<file path="src/source/decoderPkg.sv">
package decoderPkg;

    localparam int MaxMsgBits = 7;                  // longest message, size code Size7
    localparam int RxBits     = 2 * MaxMsgBits;     // one 2-bit symbol per message bit, no tail
    localparam int MetricBits = 4;                  // worst distance is 14
    localparam int PosBits    = 3;                  // holds a bit position or a length up to 7
    localparam int PairBits   = MaxMsgBits - 1;     // candidate pair index, lsb picks the lane

    localparam logic [2:0] Gen1 = 3'o7;             // upper symbol bit taps
    localparam logic [2:0] Gen2 = 3'o5;             // lower symbol bit taps

    typedef logic [MaxMsgBits-1:0] msgT;            // message or candidate, unused msbs zero
    typedef logic [RxBits-1:0]     rxT;             // symbol for bit k sits in [2k+1:2k]
    typedef logic [MetricBits-1:0] metricT;
    typedef logic [1:0]            symbolT;
    typedef logic [PosBits-1:0]    posT;
    typedef logic [PairBits-1:0]   pairT;

    typedef enum logic [1:0] {
        Size3 = 2'd0,
        Size4 = 2'd1,
        Size5 = 2'd2,
        Size7 = 2'd3
    } sizeT;

    // message length in bits for a size code
    function automatic posT msgLength(input sizeT size);
        case (size)
            Size3:   msgLength = posT'(3);
            Size4:   msgLength = posT'(4);
            Size5:   msgLength = posT'(5);
            default: msgLength = posT'(7);
        endcase
    endfunction

endpackage

</file>
<file path="src/source/laneIf.sv">
`timescale 1ns/1ps

// one bit of one candidate per cycle, sequencer to evaluator
interface laneIf import decoderPkg::*; ();

    logic   step;       // a bit is valid this cycle
    logic   first;      // first bit of the candidate, msb
    logic   last;       // last bit of the candidate, bit 0
    msgT    candidate;  // whole candidate, held over all its bits
    logic   msgBit;     // candidate bit at the current position
    symbolT symbol;     // received symbol at the same position

    modport seq (
        output step, first, last,
        output candidate, msgBit, symbol
    );

    modport eval (
        input step, first, last,
        input candidate, msgBit, symbol
    );

endinterface

</file>
<file path="src/source/resultIf.sv">
`timescale 1ns/1ps

// finished candidate from one evaluator, no handshake
interface resultIf import decoderPkg::*; ();

    logic   valid;      // one-cycle pulse per candidate
    msgT    candidate;
    metricT distance;   // hamming distance to the received word
    logic   finalPair;  // candidate belongs to the last pair of the search

    modport eval (
        output valid,
        output candidate, distance, finalPair
    );

    modport sel (
        input valid,
        input candidate, distance, finalPair
    );

endinterface

</file>
<file path="src/source/searchSequencer.sv">
`timescale 1ns/1ps

module searchSequencer import decoderPkg::*; (
    input  logic clk,
    input  logic rst,
    input  logic start,
    input  rxT   received,
    input  sizeT size,
    output logic busy,
    laneIf.seq   lane0,          // even candidates
    laneIf.seq   lane1,          // odd candidates
    output logic finalPair       // current pair is the last one
);

    rxT     rxHeld;              // received word captured at start
    posT    lenHeld;             // message length of this search
    pairT   pairIdx;             // candidates 2p and 2p+1 in flight
    pairT   lastPair;            // 2^(N-1) - 1
    posT    bitPos;              // runs N-1 down to 0
    logic   accept;
    logic   firstBit;
    logic   lastBit;
    msgT    candEven;
    msgT    candOdd;
    symbolT rxSymbol;

    assign accept = start && !busy;   // start while busy is dropped

    // all ones shifted down to the pair count of this length
    assign lastPair = pairT'({PairBits{1'b1}} >> (MaxMsgBits - int'(lenHeld)));

    assign firstBit = (bitPos == lenHeld - 1'b1);
    assign lastBit  = (bitPos == '0);

    assign candEven = {pairIdx, 1'b0};
    assign candOdd  = {pairIdx, 1'b1};
    assign rxSymbol = rxHeld[2*bitPos +: 2];   // symbol of message bit k

    // request capture
    always_ff @(posedge clk) begin
        if (accept) begin
            rxHeld <= received;
        end
    end

    // pair and bit counters
    always_ff @(posedge clk or posedge rst) begin
        if (rst) begin
            busy    <= 1'b0;
            lenHeld <= '0;
            pairIdx <= '0;
            bitPos  <= '0;
        end else if (accept) begin
            busy    <= 1'b1;
            lenHeld <= msgLength(size);
            pairIdx <= '0;
            bitPos  <= msgLength(size) - 1'b1;   // start at the msb
        end else if (busy) begin
            if (!lastBit) begin
                bitPos <= bitPos - 1'b1;
            end else if (pairIdx == lastPair) begin
                busy <= 1'b0;                    // last step of last pair done
            end else begin
                pairIdx <= pairIdx + 1'b1;       // next pair follows back to back
                bitPos  <= lenHeld - 1'b1;
            end
        end
    end

    assign finalPair = busy && (pairIdx == lastPair);

    // both lanes step together, only the candidate differs
    assign lane0.step      = busy;
    assign lane0.first     = busy && firstBit;
    assign lane0.last      = busy && lastBit;
    assign lane0.candidate = candEven;
    assign lane0.msgBit    = candEven[bitPos];
    assign lane0.symbol    = rxSymbol;

    assign lane1.step      = busy;
    assign lane1.first     = busy && firstBit;
    assign lane1.last      = busy && lastBit;
    assign lane1.candidate = candOdd;
    assign lane1.msgBit    = candOdd[bitPos];
    assign lane1.symbol    = rxSymbol;

endmodule

</file>
<file path="src/source/pathEvaluator.sv">
`timescale 1ns/1ps

module pathEvaluator import decoderPkg::*; (
    input  logic  clk,
    input  logic  rst,
    laneIf.eval   lane,
    resultIf.eval result,
    input  logic  finalPair
);

    logic [1:0] encState;        // previous two message bits, newest in bit 1
    logic [1:0] baseState;       // state seen by this step
    logic [2:0] window;          // current bit, then prev1, prev2
    symbolT     expected;        // code symbol of the candidate
    symbolT     diff;
    metricT     accDist;         // running distance of the current candidate
    metricT     baseDist;
    metricT     sumDist;         // distance including this step

    // a new candidate starts from state zero and distance zero
    assign baseState = lane.first ? 2'b00 : encState;
    assign baseDist  = lane.first ? '0 : accDist;

    assign window   = {lane.msgBit, baseState};
    assign expected = {^(window & Gen1), ^(window & Gen2)};   // upper from Gen1
    assign diff     = expected ^ lane.symbol;
    assign sumDist  = baseDist + metricT'(diff[1]) + metricT'(diff[0]);   // popcount

    // encoder shift and accumulate
    always_ff @(posedge clk) begin
        if (lane.step) begin
            encState <= {lane.msgBit, baseState[1]};
            accDist  <= sumDist;
        end
    end

    // hold finished candidate while the next one accumulates
    always_ff @(posedge clk) begin
        if (lane.step && lane.last) begin
            result.candidate <= lane.candidate;
            result.distance  <= sumDist;
            result.finalPair <= finalPair;
        end
    end

    // valid one cycle after the last step
    always_ff @(posedge clk or posedge rst) begin
        if (rst) begin
            result.valid <= 1'b0;
        end else begin
            result.valid <= lane.step && lane.last;
        end
    end

endmodule

</file>
<file path="src/source/pathSelector.sv">
`timescale 1ns/1ps

module pathSelector import decoderPkg::*; (
    input  logic  clk,
    input  logic  rst,
    resultIf.sel  res0,          // even candidate of the pair
    resultIf.sel  res1,          // odd candidate of the pair
    output logic  done,
    output msgT   decoded,
    output metricT distance
);

    logic   fresh;               // no result yet in this search
    logic   pairValid;
    logic   pairFinal;
    logic   takeEven;
    logic   takeOdd;
    metricT bestDist;
    metricT curDist;             // best so far, max at the start of a search
    metricT evenDist;
    metricT nextDist;
    msgT    bestCand;
    msgT    evenCand;
    msgT    nextCand;

    // both lanes finish on the same cycle
    assign pairValid = res0.valid && res1.valid;
    assign pairFinal = res0.finalPair && res1.finalPair;

    // max metric is above any real distance, so the first even result always wins
    assign curDist = fresh ? '1 : bestDist;

    // strict compares keep the smaller candidate on a tie
    assign takeEven = res0.distance < curDist;
    assign evenDist = takeEven ? res0.distance : curDist;
    assign evenCand = takeEven ? res0.candidate : bestCand;

    assign takeOdd  = res1.distance < evenDist;   // beats best and even
    assign nextDist = takeOdd ? res1.distance : evenDist;
    assign nextCand = takeOdd ? res1.candidate : evenCand;

    // running best
    always_ff @(posedge clk) begin
        if (pairValid) begin
            bestDist <= nextDist;
            bestCand <= nextCand;
        end
    end

    // result registers, change only with done
    always_ff @(posedge clk or posedge rst) begin
        if (rst) begin
            fresh    <= 1'b1;
            done     <= 1'b0;
            decoded  <= '0;
            distance <= '0;
        end else begin
            done <= 1'b0;                  // single-cycle pulse
            if (pairValid) begin
                fresh <= pairFinal;        // next search starts over
                if (pairFinal) begin
                    done     <= 1'b1;
                    decoded  <= nextCand;
                    distance <= nextDist;
                end
            end
        end
    end

endmodule

</file>
<file path="src/source/convDecoder.sv">
`timescale 1ns/1ps

module convDecoder import decoderPkg::*; (
    input  logic   clk,
    input  logic   rst,
    input  logic   start,        // taken only while busy is low
    input  rxT     received,
    input  sizeT   size,
    output logic   busy,
    output logic   done,         // one-cycle pulse with the result
    output msgT    decoded,
    output metricT distance
);

    logic finalPair;             // sequencer is on its last pair

    laneIf   lane0 ();           // even candidates
    laneIf   lane1 ();           // odd candidates
    resultIf res0 ();
    resultIf res1 ();

    // request capture and candidate stepping
    searchSequencer sequencer (
        .clk       (clk),
        .rst       (rst),
        .start     (start),
        .received  (received),
        .size      (size),
        .busy      (busy),
        .lane0     (lane0.seq),
        .lane1     (lane1.seq),
        .finalPair (finalPair)
    );

    // candidates 2p
    pathEvaluator evalEven (
        .clk       (clk),
        .rst       (rst),
        .lane      (lane0.eval),
        .result    (res0.eval),
        .finalPair (finalPair)
    );

    // candidates 2p+1
    pathEvaluator evalOdd (
        .clk       (clk),
        .rst       (rst),
        .lane      (lane1.eval),
        .result    (res1.eval),
        .finalPair (finalPair)
    );

    // best of all pairs, raises done
    pathSelector selector (
        .clk      (clk),
        .rst      (rst),
        .res0     (res0.sel),
        .res1     (res1.sel),
        .done     (done),
        .decoded  (decoded),
        .distance (distance)
    );

endmodule

</file>
<file path="config.mk">
export PLATFORM = sky130hd
export DESIGN_NAME = convDecoder
export DESIGN_NICKNAME = d
export VERILOG_FILES = /design/src/source/decoderPkg.sv /design/src/source/laneIf.sv /design/src/source/resultIf.sv /design/src/source/searchSequencer.sv /design/src/source/pathEvaluator.sv /design/src/source/pathSelector.sv /design/src/source/convDecoder.sv
export SDC_FILE = /design/constraint.sdc
export NUM_CORES = 1
export LEC_CHECK = 0
export ABC_AREA = 0
export BUFFER_PORTS_ARGS = -buffer_cell sky130_fd_sc_hd__buf_2
export CAP_MARGIN = 15
export CELL_PAD_IN_SITES_DETAIL_PLACEMENT = 1
export CELL_PAD_IN_SITES_GLOBAL_PLACEMENT = 1
export CORE_ASPECT_RATIO = 2
export CORE_MARGIN = 2
export CORE_UTILIZATION = 34
export DETAILED_ROUTE_END_ITERATION = 8
export HOLD_SLACK_MARGIN = 0.02
export PLACE_DENSITY = 0.57
export SYNTH_ARGS = -nofsm -noshare
export SYNTH_HDL_FRONTEND = slang
export SYNTH_HIERARCHICAL = 1
export SYNTH_SLANG_ARGS = --single-unit
</file>
<file path="constraint.sdc">
create_clock -name clk -period 3.8 [get_ports clk]
set_clock_uncertainty 0.05 [all_clocks]
set_input_delay 0.76 -clock clk [delete_from_list [all_inputs] [get_ports clk]]
set_output_delay 0.76 -clock clk [all_outputs]
set_load 0.05 [all_outputs]
</file>
# Word level (Yosys, flattened, before mapping)
# Index checks and enable logic that the tools add are counted.
# W data, S select, Z words.
[word_totals]
latch_bits = 0
romBits = 0
in_bits = 19
n_memories = 0
ram_bits = 0
output_inout_bits = 13
reg_bits = 79
[classes]
magnitude_cmp = 3
addsub = 9
n_mux = 29
n_mul = 0
shift = 2
div_mod_pow = 0
reduce_logical = 17
n_eq_ne = 6
bitwise = 2
[ops]
columns = ["operator", "count"]
rows = [
  ["$shr A6 B32 Y6 const A", 1],
  ["$mux W6", 4],
  ["$mux W4", 5],
  ["$add A4 B1 Y4", 4],
  ["$mux W3", 5],
  ["$mux W7", 2],
  ["$shiftx A14 B5 Y2", 1],
  ["$reduce_xor A3 Y1", 4],
  ["$pmux W3 S3", 1],
  ["$sub A3 B1 Y3 const B", 3],
  ["$lt A4 B4 Y1", 2],
  ["$mux W1", 8],
  ["$add A6 B1 Y6 const B", 1],
  ["$bmux W1 S3", 2],
  ["$eq A6 B6 Y1", 1],
  ["$logic_and A1 B1 Y1", 5],
  ["$lt A3 B4 Y1 const B", 1],
  ["$mux W2", 2],
  ["$reduce_and A2 Y1", 2],
  ["$reduce_bool A2 Y1", 2],
  ["$sub A3 B3 Y4 const A", 1],
  ["$xor A2 B2 Y2", 2],
  ["$eq A3 B3 Y1", 1],
  ["$logic_not A3 Y1", 1],
  ["other kinds (7)", 7],
]

# Logic depth before layout (Yosys ltp)
# Gate-level depths: netlist (run 1).
[depth]
ltp_word = 8
mapped_depth = 13
mapped_depth_nobuf = 13

# By module
# Netlist (run 1), hierarchy kept.
[by_module_without_submodules]
columns = ["mod", "n_inst", "area_per_inst_um2", "cells_per_inst"]
rows = [
  ["searchSequencer", 1, 1676.6, 158],
  ["pathEvaluator", 2, 724.4, 41],
  ["pathSelector", 1, 1326.3, 108],
]

# Worst setup path before layout (run 1)
# Ideal clock, no wire load.
[synth_timing]
path_type = "reg-to-reg"
start = "register selector.fresh"
end = "register selector.decoded[0]"
synth_period_minus_slack_ps = 3209
path_buffers = 0
setup_time_ps = 125
required_time_ps = 3625
t_arrival_ps = 3034
path_stages_with_launch = 14
slack_ps = 591
cell_sequence = "dfstp_2 > or2_2 > ha_1 > nand2b_1 > nand2b_1 > nor2_1 > o32ai_1 > ha_1 > o21ai_0 > nand2b_1 > a21oi_1 > nor3_4 > mux2_2 > mux2_2"
[synth_via]
elab_chain_cells = 5
[synth_rtl]
columns = ["item", "line", "text"]
rows = [
  ["from (decl)", "pathSelector.sv:13", "logic fresh;"],
  ["from (signal assigned)", "pathSelector.sv:60", "fresh <= pairFinal;"],
  ["$mux W4 *", "pathSelector.sv:31", "assign curDist = fresh ? '1 : bestDist;"],
  ["$lt A4 B4 Y1", "pathSelector.sv:34", "assign takeEven = res0.distance < curDist;"],
  ["$mux W4", "pathSelector.sv:35", "assign evenDist = takeEven ? res0.distance : curDist;"],
  ["$lt A4 B4 Y1", "pathSelector.sv:38", "assign takeOdd = res1.distance < evenDist;"],
  ["$mux W7 *", "pathSelector.sv:40", "assign nextCand = takeOdd ? res1.candidate : evenCand;"],
  ["net selector.nextCand[0]", "pathSelector.sv:24", "msgT nextCand;"],
  ["to (signal assigned)", "pathSelector.sv:63", "decoded <= nextCand;"],
  ["to (decl)", "pathSelector.sv:9", "output msgT decoded,"],
]
# The timed path passes the listed nets; every way through them passes the cells marked *.
# A chain may end at the register's enable or synchronous reset.

# Worst setup path after layout (run 1)
[layout_timing]
start = "register selector.fresh"
end = "register selector.decoded[6]"
# The elaborated chain is that of the path after synthesis.

==> qor.txt, run 1 <==
Pin count of the biggest net entering global routing: 20
Die Wd: 84.9 microns
Worst Hold Class: input port to async pin
Number of diodes: 0
Net count, final: 413
Final setup vio count: 0
Die area: 14100 sq um
PortBufs: 31
Arrival @ worst endpoint: 3740 ps
Yosys cell types: 54
Endpoint class of the critical path: register
ANT nets after route: 0
Period utilisation layout: 94.1%
Via count: 2640
Ports: 32
Cell with the most instances after synthesis: edfxtp_1
CP startpoint: selector/fresh
Int Pwr: 3.19 mW
FF-to-FF Start: selector/fresh
Async SR Flop Fraction: 31.5%
DRC Markers: 0
Synth top area cells: edfxtp_1 41%, dfrtp_1 15%, mux2_2 5.8%
Area leader, netlist: edfxtp_1
Clk pwr share: 15.6%
Combinational family with the most area after synthesis: multiplexers
Pre-antenna DRT Iters: 4
Maxcap violations: 0
Synth Instances: 348
Initial Utilization: 34.5%
Multiplexer share of the synthesized area: 10.5%
Worst-path fanout max: 9
Post-synth EDFFs: 61
Worst-path clk slew: 60 ps
Sink Count: 89
Max Buffers Root-to-Sink: 2
Initial antenna violation count: 0
RSZ-0062 raised after global routing: no
Vias/cell: 4.96
Layout cells sized above 1: 25.0%
Synth Area in Compound Gates: 8.07%
Critical path startpoint category: register
XOR/XNOR Fraction of Synth Area: 3.93%
P_leak: 2.09 nW
Pre-CTS WS: -11.3 ps
All-Layer GR Usage: 14.1%
Worst hold slack: 257 ps
Row count: 59
Clock network latency to the later pin of the worst-skew pair: 330 ps
Routed WL: 9230 microns
Core Footprint: 12900 sq um
Worst-Margin Slew: 716 ps
Sequential Power Share: 36.6%
Area fraction of the dominant cell type after synthesis: 41.1%
Root Buffer: clkbuf_16
Crit path kind: register to register
Synth Area in Adders: 5.68%
Area of the multi-input gates: 1730 sq um
Final-report max-slew violation count: 0
Final min period: 3580 ps
Hold Fails Final Rpt: 0
Synth Warn #: 6
Max VDD drop: 0.380 mV
Vias in the first global route: 2995
Post-synth top cells: 61 x edfxtp_1, 27 x dfrtp_1, 23 x mux2_2
Cell area after layout: 5020 sq um
Switching share of total power: 38.6%
HPWL reported at the end of detailed placement: 7120 microns
Net Count, Synth: 386
Max Clock Freq: 0.280 GHz
Flop2flop setup slack: 220 ps
FF+latch count, synth: 89
Iter 0 DRT Violations: 116
Run status: complete, no violations
CTS Buf Count: 9
Synth Area in Simple Gates: 9.53%
CTS tree: yes
Synth Flop Type: edfxtp_1
R2r worst-path depth: 14
Req. time, crit path: 3970 ps
Fill cell count: 1374
H-tree Lvls: 3
Sequential area share after synthesis: 56.9%
Cell area after synthesis: 4450 sq um
Global-route wire length before repair: 15300 microns
Power per standard cell area: 1030 nW/um^2
Psw: 2.01 mW
Mapped Avg Cell Area: 12.8 sq um
Max-slew headroom: 52.3%
Reg-to-Reg End: selector/decoded[6]
Reg area: 2530 sq um
Combinational fraction of design power: 47.8%
Critical Path End: selector/decoded[6]
Routed WL per cell: 17.3 microns
Aggregate global routing overflow: 0
Placed instance area: 4710 sq um
Worst Slack Setup Final: 224 ps
Area grow syn2layout: 12.9%
Final GP Congestion: 0.828
Die Ht: 166 microns
==> placed cells by master (no fill, tap or decap), drive strengths merged, types with 4 or more instances in the layout <==
cell / Yosys / final
dfrtp: 27 / 27
xnor2: 13 / 13
clkinv: 1 / 4
nand2b: 9 / 9
xor2: 7 / 7
buf: 19 / 38
edfxtp: 61 / 61
nor2b: 10 / 10
nand2: 21 / 21
a21oi: 14 / 14
a21boi: 4 / 4
and2: 5 / 5
inv: 22 / 22
mux2i: 12 / 12
clkbuf: 3 / 12
mux2: 26 / 26
nor2: 20 / 20
o21ai: 15 / 15
ha: 17 / 17
==> logic make-up after synthesis <==
family	after synthesis
compound gates	51
xor+xnor	20
fa+ha+maj	19
buf+inv	45
flops	89
mux	40
other cells	2
simple gates	82
==> state kept, by name, summed over array words and instances, names as in the netlist, 2 cells and up <==
register,count
evalOdd/result.candidate,7
sequencer/lenHeld,3
evalEven/result.distance,4
selector/bestCand,7
evalEven/encState,2
evalEven/result.candidate,7
sequencer/pairIdx,6
sequencer/bitPos,3
evalOdd/accDist,4
selector/distance,4
selector/bestDist,4
sequencer/rxHeld,14
evalEven/accDist,4
selector/decoded,7
evalOdd/result.distance,4
evalOdd/encState,2
==> critical path, cell delays in order, from the launching register on <==
cell	delay (ps)
dfstp_2	410
or2_2	330
ha_1	330
nand2b_1	210
nand2b_4	120
nor2_1	60
o32ai_2	300
ha_2	340
o21ai_0	180
nand2b_1	90
a21oi_2	220
nor3_4	60
buf_4	190
mux2_2	290
mux2_2	260
==> worst min path at each step <==
stage	to	cells after the start	from	slack (ps)
final	evalEven/result.valid	2	rst	260
after global routing	evalEven/result.valid	2	rst	250
after CTS	evalEven/result.valid	2	rst	250
after detailed placement	selector/distance[3]	2	selector/distance[3]	420
after global placement	selector/distance[3]	2	selector/distance[3]	420
after floorplan	evalEven/result.candidate[1]	0	sequencer/pairIdx[0]	420
==> metrics by stage <==
step | util [%] | TNS, ps | cells | total power [mW]
CTS | 38.6 | 0 | 532 | 5.25
detailed placement | 36.4 | -12.1 | 516 | 4.42
global route | 38.9 | 0 | 532 | 5.65
finish | 38.9 | 0 | 532 | 5.20
floorplan | - | 0 | 348 | 3.77
global placement | 36.4 | 0 | 516 | 4.30
==> power by group through the flow <==
| stage | logic (mW) | registers, mW | clock network, mW |
|---|---|---|---|
| 2_1_floorplan | 1.90 | 1.87 | 0 |
| 3_3_place_gp | 2.39 | 1.91 | 0 |
| 3_5_place_dp | 2.49 | 1.92 | 0 |
| 4_1_cts | 2.50 | 1.91 | 0.848 |
| 5_1_grt | 2.82 | 1.95 | 0.881 |
| 6_report | 2.49 | 1.90 | 0.812 |
==> area by class of cell <==
cell class / instances / share of cell area [%]
clock inverter: 4 / 0.598
tap: 152 / 3.78
multi-input combinational: 214 / 34.4
sequential: 89 / 50.4
clock buffer: 12 / 4.91
timing repair buffer: 38 / 4.13
inverter: 23 / 1.72
==> what timing repair did <==
item	CTS	global route
gates resized for setup	0	8
setup endpoints to repair	0	18
buffers inserted	0	0
hold buffers	0	0
==> routing by layer <==
metal / GRT usage (%) / vias to the layer above / share of wire [%]
met5: 0 / - / 0
met1: 13.9 / 1323 / 36
met4: 5.38 / 0 / 2.3
met3: 2.34 / 13 / 1.8
met2: 28.1 / 34 / 60
li1: - / 1270 / -
Power figures use the tool's default switching activity.
==> inputs of run 2 (changes only) <==
--- a/config.mk
+++ b/config.mk
@@ -12,10 +12,10 @@
 export CELL_PAD_IN_SITES_GLOBAL_PLACEMENT = 1
 export CORE_ASPECT_RATIO = 2
 export CORE_MARGIN = 2
-export CORE_UTILIZATION = 34
+export CORE_UTILIZATION = 50
 export DETAILED_ROUTE_END_ITERATION = 8
 export HOLD_SLACK_MARGIN = 0.02
-export PLACE_DENSITY = 0.57
+export PLACE_DENSITY = 0.79
 export SYNTH_ARGS = -nofsm -noshare
 export SYNTH_HDL_FRONTEND = slang
 export SYNTH_HIERARCHICAL = 1
==> run 2 against run 1 <==
Compared with the run above: design area is 1.3% lower; sequential share of layout area rose by 0.69 points; critical endpoint is now selector/decoded[4]; critical path type unchanged; highest routed layer unchanged; die area down 31%.
==> qor.txt, run 2 (synthesis results as in run 1) <==
Via count: 2701
Critical path startpoint category: register
PortBufs: 31
HPWL reported at the end of detailed placement: 6570 microns
Maxcap violations: 0
CTS tree: yes
Final min period: 3600 ps
All-Layer GR Usage: 20.9%
GR peak layer: met2
Root Buffer: clkbuf_16
Aggregate global routing overflow: 0
RSZ-0062 raised after global routing: no
Max Clock Freq: 0.278 GHz
Vias in the first global route: 3039
Worst Hold Class: input port to async pin
Routed WL: 9360 microns
Iter 0 DRT Violations: 149
Pre-antenna DRT Iters: 4
Final-report max-slew violation count: 0
Initial antenna violation count: 0
Core Footprint: 8650 sq um
Routed WL per cell: 19.5 microns
Ports: 32
Met2 Track Usage GR: 40.9%
Die Ht: 137 microns
Layout cells sized above 1: 24.3%
Arrival @ worst endpoint: 3770 ps
Top reg by flops: sequencer/rxHeld
Worst-path clk slew: 60 ps
Met1 Track Usage GR: 19.9%
Pin count of the biggest net entering global routing: 20
Final GP Congestion: 0.875
Die area: 9720 sq um
Endpoint class of the critical path: register
Die Wd: 70.7 microns
Run status: complete, no violations
Worst-path fanout max: 9
R2r worst-path depth: 14
Row count: 48
Hold Fails Final Rpt: 0
CTS Buf Count: 9
Net count, final: 412
DRC Markers: 0
CTS Hold Buffers Added: 0
Area grow syn2layout: 11.4%
Commonest non-fill, non-tap cell in the layout: edfxtp_1
H-tree Lvls: 3
ANT nets after route: 0
Met3 usage: 4.39%
Clock network latency to the later pin of the worst-skew pair: 340 ps
Req. time, crit path: 3970 ps
Period utilisation layout: 94.7%
Global-route wire length before repair: 15200 microns
Max-slew headroom: 51.2%
Final setup vio count: 0
Vias/cell: 5.64
Fill cell count: 907
Largest register FFs: 14
Sink Count: 89
Post-route setup TNS: 0 ps
Number of diodes: 0
Most frequent cells in the layout: 61 x edfxtp_1, 31 x buf_2, 27 x dfrtp_1
Initial Utilization: 51.5%
Crit path kind: register to register
Worst-Margin Slew: 729 ps
Max Buffers Root-to-Sink: 2
[run 2: critical path, cell delays in order, from the launching register on]
cell and delay, ps:
dfstp_2 400, or2_2 320, ha_1 330, nand2b_1 140
nand2b_1 140, o21ai_0 240, o31ai_1 130, ha_1 270
a2111oi_4 390, inv_1 70, nor2_1 180, nor3_4 60
buf_12 150, mux2_2 300, mux2_2 280
[run 2: per-layer routing]
| metal | share of wire, % | vias to the layer above |
|---|---|---|
| met3 | 2.5 | 28 |
| met5 | 0 | - |
| met2 | 58 | 53 |
| met4 | 3.5 | 0 |
| li1 | - | 1268 |
| met1 | 36 | 1352 |
[run 2: final timing paths]
| path | from | to | slack, ps |
|---|---|---|---|
| max | selector/fresh | selector/decoded[4] | 200 |
| min | rst | evalOdd/result.valid | 230 |
| max reg2reg | selector/fresh | selector/decoded[4] | 200 |
| min reg2reg | selector/distance[3] | selector/distance[3] | 430 |
| max in group asynchronous | rst | selector/fresh | 2870 |
| min in group clk | selector/distance[3] | selector/distance[3] | 430 |
[run 2: final cells by class]
type,count,area (sq um),area share [%]
clock buffers,11,243,4.90
clock inverters,5,38.8,0.782
inverters,23,86.3,1.74
multi-input cells,214,1720,34.7
flip-flops and latches,89,2530,51.1
well taps,100,125,2.52
repair buffers,37,213,4.29
[run 2: per-stage QoR]
step / util [%] / area [sq um] / setup slack, ps / instances / hold WS (ps)
2_1_floorplan: - / 4450 / 591 / 348 / 421
4_1_cts: 56.7 / 4910 / 3.31 / 478 / 226
3_3_place_gp: 53.5 / 4630 / 281 / 462 / 417
5_1_grt: 57.3 / 4960 / 27.0 / 479 / 242
6_report: 57.3 / 4960 / 202 / 479 / 234
3_5_place_dp: 53.5 / 4630 / 42.3 / 462 / 421
[run 2: what timing repair did]
item                       CTS  global route
setup endpoints to repair    1            17
resized for setup            0             5
pin swaps                    1             1
buffers inserted             0             1
Power of run 2 is not shown: default switching activity piles up to over one toggle a cycle in this logic, so the estimate is an artifact.
==> inputs of run 3 (changes only) <==
--- a/config.mk
+++ b/config.mk
@@ -15,7 +15,7 @@
 export CORE_UTILIZATION = 50
 export DETAILED_ROUTE_END_ITERATION = 8
 export HOLD_SLACK_MARGIN = 0.02
-export PLACE_DENSITY = 0.79
+export PLACE_DENSITY = 0.77
 export SYNTH_ARGS = -nofsm -noshare
 export SYNTH_HDL_FRONTEND = slang
 export SYNTH_HIERARCHICAL = 1
==> run 3 against run 2 <==
Compared with the run above: sequential share of layout area down 0.12 points; worst setup slack about the same; register-to-register slack about the same; non-clock buffer count up 1; routed wire length decreased by 5.2%; die area unchanged; first-iteration DRC count shrank 40%; worst hold slack improved by 6.3 ps; clock-buffer cell count up 1; design area up 0.23%; flip-flop and latch count stayed put; maximum frequency hardly changed; highest routed layer unchanged.
==> qor.txt, run 3 (synthesis results as in run 1) <==
Global-route wire length before repair: 14600 microns
Maxcap violations: 0
Req. time, crit path: 3970 ps
RSZ-0062 raised after global routing: no
FF-to-FF Start: selector/fresh
Post-route setup TNS: 0 ps
CTS tree: yes
Iter 0 DRT Violations: 90
Worst Hold Class: input port to async pin
Die area: 9720 sq um
Worst-Margin Slew: 679 ps
Final setup vio count: 0
HPWL reported at the end of detailed placement: 6660 microns
Critical path startpoint category: register
Net count, final: 413
Hold Fails Final Rpt: 0
Largest register FFs: 14
Die Wd: 70.7 microns
Ports: 32
Final min period: 3600 ps
Crit path kind: register to register
Run status: complete, no violations
H-tree Lvls: 3
Arrival @ worst endpoint: 3770 ps
R2r worst-path depth: 14
Reg-to-Reg End: selector/decoded[1]
Core Footprint: 8650 sq um
Max-slew headroom: 54.7%
Max Clock Freq: 0.278 GHz
Largest stage delay, worst path: 410 ps
Initial antenna violation count: 0
Pre-antenna DRT Iters: 3
All-Layer GR Usage: 19.8%
Via count: 2636
Routed WL per cell: 18.5 microns
CTS Hold Buffers Added: 0
Number of diodes: 0
Cell area after layout: 4970 sq um
PortBufs: 31
Routed WL: 8870 microns
Power per standard cell area: 1060 nW/um^2
Flop2flop setup slack: 200 ps
ANT nets after route: 0
Period utilisation layout: 94.7%
Max Buffers Root-to-Sink: 2
Sink Count: 89
Final-report max-slew violation count: 0
Initial Utilization: 51.5%
Crit path cell chain: or2_2, ha_1, nand2b_1, nand2b_1, nor2_1, o32ai_1, ha_1, o21ai_0, nand2b_1, a21oi_2, nor3_4, buf_4, mux2_2, mux2_2
CTS Buf Count: 9
Vias/cell: 5.49
Aggregate global routing overflow: 0
Worst-path fanout max: 9
Die Ht: 137 microns
Most frequent cells in the layout: 61 x edfxtp_1, 31 x buf_2, 27 x dfrtp_1
Final GP Congestion: 0.805
P_leak: 2.12 nW
Commonest non-fill, non-tap cell in the layout: edfxtp_1
Top reg by flops: sequencer/rxHeld
Vias in the first global route: 2989
Placed instance area: 4640 sq um
Critical Path Slowest Stage Cell: dfstp_2
Fill cell count: 884
Layout cells sized above 1: 24.5%
Worst-path clk slew: 70 ps
Family with the most delay on the worst path: simple AND/OR/NAND/NOR gates
CP most frequent cell: nand2b_1
Area grow syn2layout: 11.6%
Root Buffer: clkbuf_16
Row count: 48
Clock network latency to the later pin of the worst-skew pair: 340 ps
Max VDD drop: 0.655 mV
DRC Markers: 0
Pin count of the biggest net entering global routing: 20
Endpoint class of the critical path: register
CP Buf/Inv Count: 1
==> run 3: changes by cell type in the layout (fill, tap and decap cells not counted) <==
cell and change:
buf_4 +2, clkbuf_16 +2, clkinvlp_4 -2, a2111oi_2 +1, a2111oi_4 -1, buf_12 -1, clkbuf_1 -1, clkinv_2 +1
clkinv_4 +1, inv_6 -1, o32ai_1 +1, o32ai_2 -1
==> run 3: worst max-delay path by stage <==
| stage | startpoint | end | slack [ps] | cells after the start |
|---|---|---|---|---|
| detailed placement | selector/fresh | selector/decoded[5] | 100 | 14 |
| CTS | selector/fresh | selector/decoded[5] | 90 | 14 |
| global route | selector/fresh | selector/decoded[5] | 30 | 14 |
| finish | selector/fresh | selector/decoded[1] | 200 | 14 |
| global placement | selector/fresh | selector/decoded[0] | 190 | 14 |
| floorplan | selector/fresh | selector/decoded[0] | 590 | 13 |
==> run 3: cell type report <==
cell class / count / area [sq um] / share of cell area [%]
multi-input combinational: 214 / 1700 / 34.2
sequential: 89 / 2530 / 51.0
timing repair buffer: 38 / 208 / 4.18
clock buffer: 12 / 289 / 5.82
clock inverter: 4 / 28.8 / 0.579
tap: 100 / 125 / 2.52
inverter: 23 / 86.3 / 1.74
==> run 3: worst register-to-register path, delay by kind of cell, from the launching register on <==
kind | cells | cell delay, ps
adders and majority gates | 2 | 620
AOI/OAI and AO/OA | 3 | 560
DFF | 1 | 410
buffers and inverters | 1 | 210
muxes | 2 | 650
and+or+nand+nor | 6 | 980
==> run 3: metal layers <==
metal | share of wire, % | up-vias | global-route usage (%)
met5 | 0 | - | 0
met4 | 2.4 | 0 | 7.97
met3 | 2.2 | 16 | 3.88
met2 | 60 | 35 | 39.8
met1 | 35 | 1317 | 19.0
li1 | - | 1268 | -
==> run 3: power breakdown <==
part           internal (mW)  total [mW]  switching (mW)
combinational           1.08        2.46            1.37
clock                  0.543       0.905           0.361
sequential              1.62        1.90           0.277
total                   3.25        5.26            2.01
==> run 3: through the flow <==
step                total power, mW  std cells  hold slack [ps]  worst slack [ps]  util [%]
global route                   5.69        480              242              25.6      57.5
detailed placement             4.38        464              453               105      53.7
CTS                            5.33        480              232              87.0      57.3
global placement               4.24        464              421               192      53.7
floorplan                      3.77        348              421               591         -
finish                         5.26        480              241               202      57.5
==> run 3: repair_timing <==
item | 4_1_cts | 5_1_grt
endpoints found under the hold margin | 0 | 0
setup endpoints to repair | 0 | 7
resized for setup | 0 | 3
buffers inserted | 0 | 0
